==> config.mk <==
export PLATFORM = sky130hd
export DESIGN_NAME = tt_um_snn_with_delays
export DESIGN_NICKNAME = d
export VERILOG_FILES = /design/src/rtl/snn_pkg.sv /design/src/rtl/spi_frontend.sv /design/src/rtl/param_regs.sv /design/src/rtl/spike_delay_line.sv /design/src/rtl/lif_neuron_layer.sv /design/src/rtl/spiking_network_top.sv /design/src/rtl/tt_um_snn_with_delays.sv
export VERILOG_INCLUDE_DIRS = /design/src /design/src/rtl
export SDC_FILE = /design/constraint.sdc
export NUM_CORES = 1
export LEC_CHECK = 0
export ABC_CLOCK_PERIOD_IN_PS = 33600
export BUFFER_PORTS_ARGS = -buffer_cell sky130_fd_sc_hd__buf_2
export CAP_MARGIN = 25
export CELL_PAD_IN_SITES_DETAIL_PLACEMENT = 1
export CELL_PAD_IN_SITES_GLOBAL_PLACEMENT = 1
export CORE_MARGIN = 8
export CORE_UTILIZATION = 43
export CTS_CLUSTER_DIAMETER = 80
export CTS_CLUSTER_SIZE = 14
export DETAILED_ROUTE_END_ITERATION = 16
export GPL_TIMING_DRIVEN = 0
export HOLD_SLACK_MARGIN = 0.15
export PLACE_DENSITY_LB_ADDON = 0.2
export SYNTH_ARGS = -nofsm -noshare
export SYNTH_HDL_FRONTEND = slang
export SYNTH_HIERARCHICAL = 1
export SYNTH_SLANG_ARGS = --single-unit
==> constraint.sdc <==
create_clock -name clk -period 33.6 [get_ports clk]
set_clock_uncertainty 0.15 [all_clocks]
set_input_delay 3.36 -clock clk [delete_from_list [all_inputs] [get_ports clk]]
set_output_delay 3.36 -clock clk [all_outputs]
set_load 0.01 [all_outputs]
==> src/rtl/snn_macros.svh <==
//****************************************
// network size and SPI frame width macros
//****************************************
`ifndef SNN_MACROS_SVH
`define SNN_MACROS_SVH

// network dimensions
`define SNN_NUM_INPUTS  8   // input spike lines
`define SNN_NUM_NEURONS 4   // LIF neurons in the single layer

// synapse fields
`define SNN_WEIGHT_W    4   // signed weight
`define SNN_DELAY_W     2   // delay 0..3 timesteps

// neuron state
`define SNN_POT_W       8   // signed membrane potential

// host interface
`define SNN_FRAME_W     16  // bits per SPI frame, MSB first

`endif

==> src/rtl/snn_pkg.sv <==
//****************************************
// SPI frame union, network config and
// delayed tap bundle types
//****************************************
`include "snn_macros.svh"

package snn_pkg;

    // frame kind, top bit of every frame
    localparam logic KIND_SYN = 1'b0;  // synapse write
    localparam logic KIND_CFG = 1'b1;  // config register write

    // config register selects
    localparam logic [2:0] CFG_SEL_THRESH = 3'd0;
    localparam logic [2:0] CFG_SEL_LEAK   = 3'd1;
    localparam logic [2:0] CFG_SEL_DEBUG  = 3'd2;

    typedef struct packed {
        logic                                kind;    // KIND_SYN
        logic [$clog2(`SNN_NUM_NEURONS)-1:0] neuron;  // target neuron
        logic [$clog2(`SNN_NUM_INPUTS)-1:0]  src;     // source input line
        logic [`SNN_DELAY_W-1:0]             delay;
        logic signed [`SNN_WEIGHT_W-1:0]     weight;
        logic [3:0]                          rsvd;
    } syn_write_t;

    typedef struct packed {
        logic       kind;   // KIND_CFG
        logic [2:0] sel;    // CFG_SEL_*
        logic [3:0] rsvd;
        logic [7:0] value;
    } cfg_write_t;

    // one 16-bit word, read by its kind bit
    typedef union packed {
        syn_write_t syn;
        cfg_write_t cfg;
    } spi_frame_u;

    typedef struct packed {
        logic signed [`SNN_POT_W-1:0] threshold;   // fire when pot >= this
        logic [2:0]                   leak_shift;  // 0 means no leak
        logic [2:0]                   dbg_sel;     // debug bus source
    } net_cfg_t;

    typedef struct packed {
        logic                                                valid;  // one step
        logic [`SNN_NUM_NEURONS-1:0][`SNN_NUM_INPUTS-1:0]    tap;    // [neuron][input]
    } tap_bundle_t;

endpackage

==> src/rtl/spi_frontend.sv <==
//****************************************
// SPI slave, synchronized to clk, frame
// receive and previous frame echo on MISO
//****************************************
`timescale 1ns/1ps
`include "snn_macros.svh"

module spi_frontend (
    input  logic                clk,
    input  logic                rst_n,
    input  logic                sclk,
    input  logic                mosi,
    input  logic                cs_n,
    output logic                miso,
    output snn_pkg::spi_frame_u frame,
    output logic                frame_valid
);

    localparam int FRAME_W = `SNN_FRAME_W;
    localparam int CNT_W   = $clog2(FRAME_W);
    localparam logic [CNT_W-1:0] LAST_BIT = CNT_W'(FRAME_W - 1);

    logic [2:0]         sclk_q;      // 2 sync flops plus previous value
    logic [2:0]         cs_q;
    logic [1:0]         mosi_q;      // aligned with sclk_q[1]
    logic               sclk_rise;
    logic               sclk_fall;
    logic               cs_fall;
    logic               cs_active;
    logic [CNT_W-1:0]   bit_cnt;
    logic               frame_done;  // last bit just shifted in
    logic [FRAME_W-1:0] rx_sr;
    logic [FRAME_W-1:0] tx_sr;

    always_ff @(posedge clk or negedge rst_n) begin
        if (!rst_n) begin
            sclk_q <= '0;
            cs_q   <= '1;  // deselected
            mosi_q <= '0;
        end else begin
            sclk_q <= {sclk_q[1:0], sclk};
            cs_q   <= {cs_q[1:0], cs_n};
            mosi_q <= {mosi_q[0], mosi};
        end
    end

    assign sclk_rise = sclk_q[1] & ~sclk_q[2];
    assign sclk_fall = ~sclk_q[1] & sclk_q[2];
    assign cs_fall   = ~cs_q[1] & cs_q[2];
    assign cs_active = ~cs_q[1];

    always_ff @(posedge clk or negedge rst_n) begin
        if (!rst_n) begin
            bit_cnt    <= '0;
            frame_done <= 1'b0;
        end else begin
            frame_done <= 1'b0;
            if (!cs_active) begin
                bit_cnt <= '0;  // partial frame dropped here
            end else if (sclk_rise) begin
                bit_cnt    <= bit_cnt + CNT_W'(1);  // wraps to 0 after last bit
                frame_done <= (bit_cnt == LAST_BIT);
            end
        end
    end

    always_ff @(posedge clk) begin
        if (cs_active && sclk_rise)
            rx_sr <= {rx_sr[FRAME_W-2:0], mosi_q[1]};  // MSB first
    end

    // last complete frame, source of the MISO echo
    always_ff @(posedge clk or negedge rst_n) begin
        if (!rst_n) begin
            frame       <= '0;
            frame_valid <= 1'b0;
        end else begin
            frame_valid <= frame_done;
            if (frame_done)
                frame <= rx_sr;
        end
    end

    always_ff @(posedge clk or negedge rst_n) begin
        if (!rst_n) begin
            tx_sr <= '0;
        end else if (cs_fall) begin
            tx_sr <= frame;                            // echo previous frame
        end else if (cs_active && sclk_fall) begin
            tx_sr <= {tx_sr[FRAME_W-2:0], 1'b0};       // next bit on falling edge
        end
    end

    assign miso = tx_sr[FRAME_W-1];

    // a 16-bit frame needs many clks, two pulses in a row mean a broken counter
    a_frame_valid_pulse: assert property (@(posedge clk) disable iff (!rst_n)
        frame_valid |=> !frame_valid);

endmodule

==> src/rtl/param_regs.sv <==
//****************************************
// frame decode into weight, delay and
// network config registers
//****************************************
`timescale 1ns/1ps
`include "snn_macros.svh"

module param_regs (
    input  logic                clk,
    input  logic                rst_n,
    input  snn_pkg::spi_frame_u frame,
    input  logic                frame_valid,
    output logic [`SNN_NUM_NEURONS-1:0][`SNN_NUM_INPUTS-1:0][`SNN_WEIGHT_W-1:0] weights,
    output logic [`SNN_NUM_NEURONS-1:0][`SNN_NUM_INPUTS-1:0][`SNN_DELAY_W-1:0]  delays,
    output snn_pkg::net_cfg_t   cfg,
    output logic                instr_done
);

    import snn_pkg::*;

    always_ff @(posedge clk or negedge rst_n) begin
        if (!rst_n) begin
            weights    <= '0;
            delays     <= '0;
            cfg        <= '0;
            instr_done <= 1'b0;
        end else begin
            instr_done <= frame_valid;  // frame applied this clk
            if (frame_valid) begin
                unique case (frame.syn.kind)
                    KIND_SYN: begin
                        weights[frame.syn.neuron][frame.syn.src] <= frame.syn.weight;
                        delays[frame.syn.neuron][frame.syn.src]  <= frame.syn.delay;
                    end
                    KIND_CFG: begin
                        case (frame.cfg.sel)
                            CFG_SEL_THRESH: cfg.threshold  <= frame.cfg.value;
                            CFG_SEL_LEAK:   cfg.leak_shift <= frame.cfg.value[2:0];
                            CFG_SEL_DEBUG:  cfg.dbg_sel    <= frame.cfg.value[2:0];
                            default:        ;  // unknown select, frame ignored
                        endcase
                    end
                    default: ;
                endcase
            end
        end
    end

endmodule

==> src/rtl/spike_delay_line.sv <==
//****************************************
// per-input spike history and delayed
// tap selection for every synapse
//****************************************
`timescale 1ns/1ps
`include "snn_macros.svh"

module spike_delay_line (
    input  logic                         clk,
    input  logic                         rst_n,
    input  logic                         step,
    input  logic [`SNN_NUM_INPUTS-1:0]   spikes_in,
    input  logic [`SNN_NUM_NEURONS-1:0][`SNN_NUM_INPUTS-1:0][`SNN_DELAY_W-1:0] delays,
    output snn_pkg::tap_bundle_t         taps
);

    localparam int NUM_IN  = `SNN_NUM_INPUTS;
    localparam int NUM_NEU = `SNN_NUM_NEURONS;
    localparam int DEPTH   = 1 << `SNN_DELAY_W;  // history incl. current step

    logic [DEPTH-2:0] hist      [NUM_IN];  // past steps only, [0] is last step
    logic [DEPTH-1:0] next_hist [NUM_IN];  // [0] is the current input

    always_comb begin
        for (int i = 0; i < NUM_IN; i++)
            next_hist[i] = {hist[i], spikes_in[i]};
    end

    always_ff @(posedge clk or negedge rst_n) begin
        if (!rst_n) begin
            for (int i = 0; i < NUM_IN; i++)
                hist[i] <= '0;
        end else if (step) begin
            for (int i = 0; i < NUM_IN; i++)
                hist[i] <= next_hist[i][DEPTH-2:0];  // oldest drops out
        end
    end

    always_ff @(posedge clk or negedge rst_n) begin
        if (!rst_n) begin
            taps <= '0;
        end else begin
            taps.valid <= step;
            if (step) begin
                for (int n = 0; n < NUM_NEU; n++)
                    for (int i = 0; i < NUM_IN; i++)
                        taps.tap[n][i] <= next_hist[i][delays[n][i]];  // d steps back
            end
        end
    end

endmodule

==> src/rtl/lif_neuron_layer.sv <==
//****************************************
// leaky integrate-and-fire layer, four
// neurons, debug bus select
//****************************************
`timescale 1ns/1ps
`include "snn_macros.svh"

module lif_neuron_layer (
    input  logic                 clk,
    input  logic                 rst_n,
    input  snn_pkg::tap_bundle_t taps,
    input  logic [`SNN_NUM_NEURONS-1:0][`SNN_NUM_INPUTS-1:0][`SNN_WEIGHT_W-1:0] weights,
    input  snn_pkg::net_cfg_t    cfg,
    output logic [7:0]           debug_output,
    output logic                 output_ready
);

    localparam int NUM_IN  = `SNN_NUM_INPUTS;
    localparam int NUM_NEU = `SNN_NUM_NEURONS;
    localparam int POT_W   = `SNN_POT_W;
    localparam int ACC_W   = POT_W + 2;  // headroom for pot - leak + sum
    localparam int IDX_W   = $clog2(NUM_NEU);
    localparam logic signed [ACC_W-1:0] POT_MAX = ACC_W'((1 << (POT_W - 1)) - 1);
    localparam logic signed [ACC_W-1:0] POT_MIN = -POT_MAX - ACC_W'(1);

    logic signed [POT_W-1:0]         pot     [NUM_NEU];  // membrane state
    logic signed [POT_W-1:0]         leak    [NUM_NEU];
    logic signed [ACC_W-1:0]         acc     [NUM_NEU];
    logic signed [POT_W-1:0]         pot_sat [NUM_NEU];
    logic signed [POT_W-1:0]         pot_nxt [NUM_NEU];  // after fire reset
    logic [NUM_NEU-1:0]              fire;
    logic signed [`SNN_WEIGHT_W-1:0] w_syn;
    logic [IDX_W-1:0]                dbg_idx;
    logic [7:0]                      dbg_nxt;

    always_comb begin
        w_syn = '0;
        for (int n = 0; n < NUM_NEU; n++) begin
            if (cfg.leak_shift == '0)
                leak[n] = '0;
            else
                leak[n] = pot[n] >>> cfg.leak_shift;  // arithmetic, keeps sign
            acc[n] = ACC_W'(pot[n]) - ACC_W'(leak[n]);
            for (int i = 0; i < NUM_IN; i++) begin
                w_syn = weights[n][i];
                if (taps.tap[n][i])
                    acc[n] = acc[n] + ACC_W'(w_syn);  // sign extended
            end
            if (acc[n] > POT_MAX)
                pot_sat[n] = POT_W'(POT_MAX);
            else if (acc[n] < POT_MIN)
                pot_sat[n] = POT_W'(POT_MIN);
            else
                pot_sat[n] = POT_W'(acc[n]);
            fire[n]    = (pot_sat[n] >= cfg.threshold);
            pot_nxt[n] = fire[n] ? '0 : pot_sat[n];
        end
    end

    // select 1..4 wraps onto neuron 0..3
    always_comb begin
        dbg_idx = cfg.dbg_sel[IDX_W-1:0] - IDX_W'(1);
        if (cfg.dbg_sel == 3'd0)
            dbg_nxt = {{(8 - NUM_NEU){1'b0}}, fire};  // spike vector
        else if (cfg.dbg_sel <= 3'(NUM_NEU))
            dbg_nxt = pot_nxt[dbg_idx];
        else
            dbg_nxt = '0;
    end

    always_ff @(posedge clk or negedge rst_n) begin
        if (!rst_n) begin
            for (int n = 0; n < NUM_NEU; n++)
                pot[n] <= '0;
            debug_output <= '0;
            output_ready <= 1'b0;
        end else begin
            output_ready <= taps.valid;
            if (taps.valid) begin
                for (int n = 0; n < NUM_NEU; n++)
                    pot[n] <= pot_nxt[n];
                debug_output <= dbg_nxt;  // held until next step
            end
        end
    end

    a_ready_after_taps: assert property (@(posedge clk) disable iff (!rst_n)
        output_ready |-> $past(taps.valid));

endmodule

==> src/rtl/spiking_network_top.sv <==
//****************************************
// SPI, parameter, delay and neuron stages
//****************************************
`timescale 1ns/1ps
`include "snn_macros.svh"

module spiking_network_top (
    input  logic                       clk,
    input  logic                       rst_n,
    input  logic                       sclk,
    input  logic                       mosi,
    input  logic                       ss_n,
    input  logic                       input_ready,
    input  logic                       snn_en,
    input  logic [`SNN_NUM_INPUTS-1:0] input_spikes,
    output logic                       miso,
    output logic                       output_ready,
    output logic                       spi_instruction_done,
    output logic [7:0]                 debug_output
);

    import snn_pkg::*;

    spi_frame_u  frame;
    logic        frame_valid;
    logic [`SNN_NUM_NEURONS-1:0][`SNN_NUM_INPUTS-1:0][`SNN_WEIGHT_W-1:0] weights;
    logic [`SNN_NUM_NEURONS-1:0][`SNN_NUM_INPUTS-1:0][`SNN_DELAY_W-1:0]  delays;
    net_cfg_t    cfg;
    tap_bundle_t taps;
    logic        step;

    assign step = input_ready & snn_en;  // pulses with SNN_en low are dropped

    spi_frontend u_spi_frontend (
        .clk         (clk),
        .rst_n       (rst_n),
        .sclk        (sclk),
        .mosi        (mosi),
        .cs_n        (ss_n),
        .miso        (miso),
        .frame       (frame),
        .frame_valid (frame_valid)
    );

    param_regs u_param_regs (
        .clk         (clk),
        .rst_n       (rst_n),
        .frame       (frame),
        .frame_valid (frame_valid),
        .weights     (weights),
        .delays      (delays),
        .cfg         (cfg),
        .instr_done  (spi_instruction_done)
    );

    spike_delay_line u_spike_delay_line (
        .clk       (clk),
        .rst_n     (rst_n),
        .step      (step),
        .spikes_in (input_spikes),
        .delays    (delays),
        .taps      (taps)
    );

    lif_neuron_layer u_lif_neuron_layer (
        .clk          (clk),
        .rst_n        (rst_n),
        .taps         (taps),
        .weights      (weights),
        .cfg          (cfg),
        .debug_output (debug_output),
        .output_ready (output_ready)
    );

endmodule

==> src/rtl/tt_um_snn_with_delays.sv <==
//****************************************
// tiny-tapeout pin wrapper for the SNN
//****************************************
`timescale 1ns/1ps
`default_nettype none

module tt_um_snn_with_delays (
    input  wire [7:0] ui_in,    // input spikes
    output wire [7:0] uo_out,   // debug bus
    input  wire [7:0] uio_in,   // SPI and step control
    output wire [7:0] uio_out,  // MISO and status pulses
    output wire [7:0] uio_oe,   // 1 drives the pin
    input  wire       ena,      // always high when powered
    input  wire       clk,
    input  wire       rst_n     // low resets
);

    wire       miso;
    wire       output_ready;
    wire       spi_instruction_done;
    wire [7:0] debug_output;
    wire       unused_pins;

    spiking_network_top u_spiking_network_top (
        .clk                  (clk),
        .rst_n                (rst_n),
        .sclk                 (uio_in[3]),
        .mosi                 (uio_in[1]),
        .ss_n                 (uio_in[0]),  // CS, active low
        .input_ready          (uio_in[4]),
        .snn_en               (uio_in[6]),
        .input_spikes         (ui_in),
        .miso                 (miso),
        .output_ready         (output_ready),
        .spi_instruction_done (spi_instruction_done),
        .debug_output         (debug_output)
    );

    assign uo_out  = debug_output;
    assign uio_oe  = 8'b1010_0100;  // bits 2, 5, 7 are outputs
    assign uio_out = {spi_instruction_done, 1'b0, output_ready, 2'b00, miso, 2'b00};

    assign unused_pins = &{ena, uio_in[2], uio_in[5], uio_in[7], 1'b0};

endmodule

`default_nettype wire

==> metrics, run 1 <==
status completed; Pwr Density 74.1 mW/mm²; Final min period 17,650 ps; Post-synth ARST share 0.956; GRT Residual Overflow 0; Final HPWL DP 92.8 mm; Post-Syn Instances 3,948; Post-synth top cells ha_1, dfrtp_1, mux2_2; Peak VDD IR 0.0435 mV; Pins Over Slew Limit 0; Post-DP Area 0.0376 mm²; Num CTS Buffers 31; nets@finish ~4,400; post-synth top area share 0.243; Vias 30,900; GP Congestion about 0.90; Yosys Warn Count 6; total global-route track usage 0.244; initial drt markers 1,714; Mapped Area 0.0359 mm²; core area 0.0832 mm²; FILL cells 9,727; Longest Clk Path Bufs 3; post-route clock period utilization 0.525; DR WL/cell 22.7 µm; Max Clk Rate 56.7 MHz; Post-CTS Resized 0; WS Path Type reg2reg; Clock transition at path regs 70 ps; fraction of layout cells with a size suffix above 1 0.145; hold buffer count at cts 0; IO Pins 43; Leak 17.7 nW; Worst Path Arrival 18,020 ps; clk_lat worst skew approximately 620 ps; CP most frequent cell ha_1; total negative slack 0 ps; Crit. End Element flip-flop; met2 usage 0.410; die width 305 µm; # port buffers 25; top-count cell post-synth ha_1; EDFF count, synth 16; Die ar. 0.0929 mm²; final setup violation count 0; Critical Path Fanout Max 10; main flop type after synthesis dfrtp_1; Critical Path RT 33,970 ps; first-pass GRT wire length 183 mm; synth top area cells dfrtp_1, ha_1, mux2_2; sequential share of the synthesized area 0.258; Fin. Hold Viols 0; vias in the first global route 31,700; final WL 116 mm; max cap viols 0; pin count of the biggest net entering global routing 115; Worst Hold Class reg2reg; post-CTS setup buffer count 0; synthesized area per cell between 9 and 10 µm²; H-tree depth reported by CTS 1; Initial Utilization 0.431; clk root buf clkbuf_16; cell taking the most area after synthesis dfrtp_1; Most Crowded Layer GR met2; CTS Sinks around 370; antenna-violating nets left 0; Synth cell types 107; Synth Register Bits 367; met3 Track Usage GR 0.0191; site row count 106; met1 GRT Util 0.341; Worst setup SP type flip-flop; Area Growth Syn to Fin 7.51%; RSZ-0062 raised after global routing no; final cell area excluding filler cells 0.0386 mm²; slowest CP cell nor2b_1; largest stage delay on the critical path 740 ps; Rel. slew slack 0.290; antenna violations before repair 6; CTS tree built; 1st-pass router iterations 5; Die Ht 305 µm; Via density 6.03; # DRC 0; actual slew at the worst max-slew pin 1050 ps
-- cell type report --
cell class                 count  area (µm²)  share of cell area
multi-input combinational   3226       25100               0.651
sequential                   367        9270               0.240
tap                         1080        1350              0.0350
inverter                     230         863              0.0224
clock buffer                  40         830              0.0215
buffer                       136         673              0.0175
timing repair buffer          39         369             0.00957
clock inverter                 5        97.6             0.00253
antenna                        1        2.50           0.0000649
-- metal layers --
| layer | share of wire | routed length [µm] |
|---|---|---|
| met5 | 0.00011 | 13 |
| met4 | 0.024 | 2830 |
| met3 | 0.035 | 4040 |
| met2 | 0.46 | 54000 |
| met1 | 0.48 | 55400 |
-- where the power goes --
| part | internal [mW] | leakage, nW | switching [mW] |
|---|---|---|---|
| Combinational | 0.798 | 12.4 | 1.17 |
| Clock | 0.188 | 0.451 | 0.173 |
| Sequential | 0.477 | 4.89 | 0.0538 |
| Total | 1.46 | 17.7 | 1.40 |
-- worst max-delay path: cells and delay by family (launching register included) --
kind	cells	cell delay [ps]
AO/OA/AOI/OAI	37	6790
XOR/XNOR	5	1380
adder cells (fa/ha/maj)	11	3640
buffers and inverters	4	940
flip-flops	1	340
multiplexers	2	430
AND/OR/NAND/NOR	15	3860
-- registers in the layout (all words and copies together), names as in the netlist, 2 cells and up --
signal	cells
u_spiking_network_top/u_lif_neuron_layer/debug_output	8
u_spiking_network_top/u_spi_frontend/sclk_q	3
u_spiking_network_top/u_spi_frontend/bit_cnt	4
u_spiking_network_top/u_spike_delay_line/hist	24
u_spiking_network_top/u_spi_frontend/mosi_q	2
u_spiking_network_top/u_param_regs/cfg	14
u_spiking_network_top/u_spi_frontend/rx_sr	16
u_spiking_network_top/u_param_regs/delays	64
u_spiking_network_top/u_spi_frontend/frame	16
u_spiking_network_top/u_lif_neuron_layer/pot	32
u_spiking_network_top/u_spi_frontend/tx_sr	16
u_spiking_network_top/u_spi_frontend/cs_q	3
u_spiking_network_top/u_spike_delay_line/taps	33
u_spiking_network_top/u_param_regs/weights	128
-- logic make-up (layout without fill, tap and decap cells) --
| group | count (synthesis) | after routing | synth area share |
|---|---|---|---|
| fa+ha+maj | 394 | 394 | 0.145 |
| mux | 479 | 479 | 0.150 |
| compound gates | 1102 | 1102 | 0.213 |
| other cells | 2 | 14 | 0.000209 |
| simple gates | 1054 | 1054 | 0.142 |
| xor+xnor | 184 | 184 | 0.0484 |
| buf+inv | 366 | 450 | 0.0428 |
| flops | 367 | 367 | 0.258 |
-- layout by cell type, fill, tap and decap left out, drive strengths merged, types with 65 or more instances in the layout --
cell type  count
buf           86
o21a         109
nand2        309
ha           358
mux2         391
nor2b         66
a21o          81
clkbuf       128
nand2b        67
nor3          73
nand3         79
xnor2        114
mux2i         87
a211oi        65
nor2         301
a21oi        178
dfrtp        348
o21ai        290
inv          220
-- metrics by stage --
step	total power, mW	hold slack [ps]	utilization	worst slack (ps)	instances
after global routing	3.10	215	0.464	15000	5123
final	2.86	208	0.464	15950	5124
after floorplan	1.96	181	-	19210	3959
after CTS	2.85	210	0.463	16150	5121
after global placement	2.43	199	0.450	16380	5064
after detailed placement	2.48	186	0.452	16240	5076
-- path summary, 6_finish.rpt --
check | startpoint | end | slack [ps] | cells past startpoint
setup / recovery | u_spiking_network_top/u_param_regs/cfg[3] | flip-flop | 15950 | 74
hold / removal | u_spiking_network_top/u_spi_frontend/mosi_q[0] | u_spiking_network_top/u_spi_frontend/mosi_q[1] | 210 | 0
setup reg to reg | u_spiking_network_top/u_param_regs/cfg[3] | flip-flop | 15950 | 74
hold reg to reg | u_spiking_network_top/u_spi_frontend/mosi_q[0] | u_spiking_network_top/u_spi_frontend/mosi_q[1] | 210 | 0
max in group asynchronous | rst_n | u_spiking_network_top/u_param_regs/weights[70] | 29510 | 3
min in group asynchronous | rst_n | u_spiking_network_top/u_param_regs/weights[41] | 2450 | 1
Note: power is estimated with default switching activity, not from simulation.
==> run 2, diff against run 1 <==
Settings changed: ABC_CLOCK_PERIOD_IN_PS 33600 to 16800.
Clock period 33.6 ns to 16.8 ns, I/O delays scaled along.
==> run 2 against run 1 <==
First-iteration DRC count decreased by 2.9%. Setup slack got worse by 15000 ps. Hold slack about the same. Combinational power increased by 100%. Critical path type unchanged. Fmax increased by 11%. Power increased by 100%. Global-route usage about the same. Clock power increased by 100%. Sequential cell count unchanged. Clock-buffer cell count unchanged. Wire length increased by 0.37%. Core utilization increased by 0.30 points.
==> metrics, run 2 (same netlist as run 1, synthesis figures left out) <==
slowest CP cell or4_1; hold wc startpoint u_spiking_network_top/u_spi_frontend/mosi_q[0]; max cap viols 0; Worst Path Arrival 16,310 ps; # DRC 0; FILL cells roughly 9,700; total negative slack 0 ps; clk_lat worst skew 620 ps; final setup violation count 0; buffer and inverter count on the worst path 5; status completed; GRT Residual Overflow 0; IO Pins 43; Leak 17.8 nW; post-route clock period utilization 0.949; Clock transition at path regs 70 ps; nets@finish 4,450; Worst setup SP type flip-flop; hold depth 0; most frequent cells in the layout ha_1, dfrtp_1, mux2_2; Area Growth Syn to Fin 8.20%; post-placement worst setup slack -559 ps; Final HPWL DP between 90 and 100 mm; Hold Path Sink u_spiking_network_top/u_spi_frontend/mosi_q[1]; Largest register FFs 128; Pwr Density 149 mW/mm²; 1st-pass router iterations 5; Critical Path Fanout Max 10; Vias between 30,000 and 40,000; pin count of the biggest net entering global routing 115; final cell area excluding filler cells 0.0388 mm²; largest reg by FF count u_spiking_network_top/u_param_regs/weights; Via density 6.02; Final min period 15,940 ps; H-tree depth reported by CTS 1; commonest non-fill, non-tap cell in the layout ha_1; Die Ht 305 µm; DR WL/cell 22.8 µm; Die ar. a little over 0.09 mm²; Fin. Hold Viols 0; CP most frequent cell ha_1; worst r2r path cells 74; final WL 117 mm; Post-DP Area approximately 0.038 mm²; Rel. slew slack 0.253; actual slew at the worst max-slew pin about 1100 ps; Top delay family on crit path compound AO/OA/AOI/OAI gates; register area 0.00927 mm²; Max Clk Rate 62.7 MHz; Pins Over Slew Limit 0; vias in the first global route 31,700; multi-input logic area between 0.02 and 0.03 mm²; antenna violations before repair 6; RR Startpoint u_spiking_network_top/u_param_regs/cfg[4]; # port buffers 25; site row count 106; initial drt markers 1,665; largest stage delay on the critical path 560 ps; clk root buf clkbuf_16; Worst Hold Class reg2reg; GP Congestion 0.895; first-pass GRT wire length 183 mm; antenna-violating nets left 0; Longest Clk Path Bufs 3; core area a little over 0.08 mm²; CTS Sinks roughly 370; Top Registers u_spiking_network_top/u_param_regs/weights (128), u_spiking_network_top/u_param_regs/delays (64), u_spiking_network_top/u_spike_delay_line/taps (33); Final WS setup 862 ps; Num CTS Buffers 31; WS Path Type reg2reg; die width 305 µm; fraction of layout cells with a size suffix above 1 0.156; CTS tree built; reg2reg setup slack around 860 ps; Initial Utilization 0.431; Critical Path RT 17,170 ps; Peak VDD IR 0.0870 mV; Crit. End Element flip-flop; total global-route track usage 0.244
## run 2: final cells by class
cell class	instances	area share
Multi-Input combinational cell	3226	0.652
Sequential cell	367	0.239
Tap cell	1080	0.0348
Inverter	230	0.0222
Clock buffer	40	0.0214
Buffer	136	0.0180
Timing Repair Buffer	45	0.0107
Clock inverter	5	0.00251
Antenna cell	1	0.0000645
## run 2: power breakdown
| group | internal, mW | switching [mW] | total [mW] |
|---|---|---|---|
| combinational | 1.63 | 2.38 | 4.01 |
| clock | 0.375 | 0.348 | 0.723 |
| sequential | 0.953 | 0.108 | 1.06 |
| total | 2.96 | 2.83 | 5.79 |
## run 2: what timing repair did
item / 4_1_cts / 5_1_grt
hold endpoints to repair: 0 / 0
pin swaps: 0 / 7
resized for setup: 12 / 51
cloned: 0 / 0
buffers inserted: 0 / 6
hold buffers: 0 / 0
setup endpoints to repair: 17 / 33
## run 2: how the worst max path moves through the flow
stage	from	to	slack (ps)	cells past startpoint
finish	u_spiking_network_top/u_param_regs/cfg[4]	flip-flop	860	74
CTS	u_spiking_network_top/u_param_regs/cfg[4]	flip-flop	8	74
floorplan	u_spiking_network_top/u_param_regs/cfg[3]	flip-flop	2410	76
global placement	u_spiking_network_top/u_param_regs/cfg[4]	flip-flop	-420	73
global route	u_spiking_network_top/u_param_regs/cfg[3]	flip-flop	-40	76
detailed placement	u_spiking_network_top/u_param_regs/cfg[3]	flip-flop	-560	74
## run 2: metrics by stage
stage / power (mW) / hold WS, ps / utilization / cells
after CTS: 5.71 / 210 / 0.464 / 5121
final: 5.79 / 208 / 0.467 / 5130
after detailed placement: 4.96 / 186 / 0.452 / 5076
after global placement: 4.86 / 199 / 0.450 / 5064
after global routing: 6.28 / 215 / 0.467 / 5129
after floorplan: 3.92 / 181 / - / 3959
## run 2: per-layer routing
layer  global-route usage  vias up  wire length (µm)
li1                     -    14700                 -
met5                    0        -                13
met2                0.410      544             54300
met4               0.0562        2              2880
met1                0.341    15500             55800
met3               0.0190      146              3830
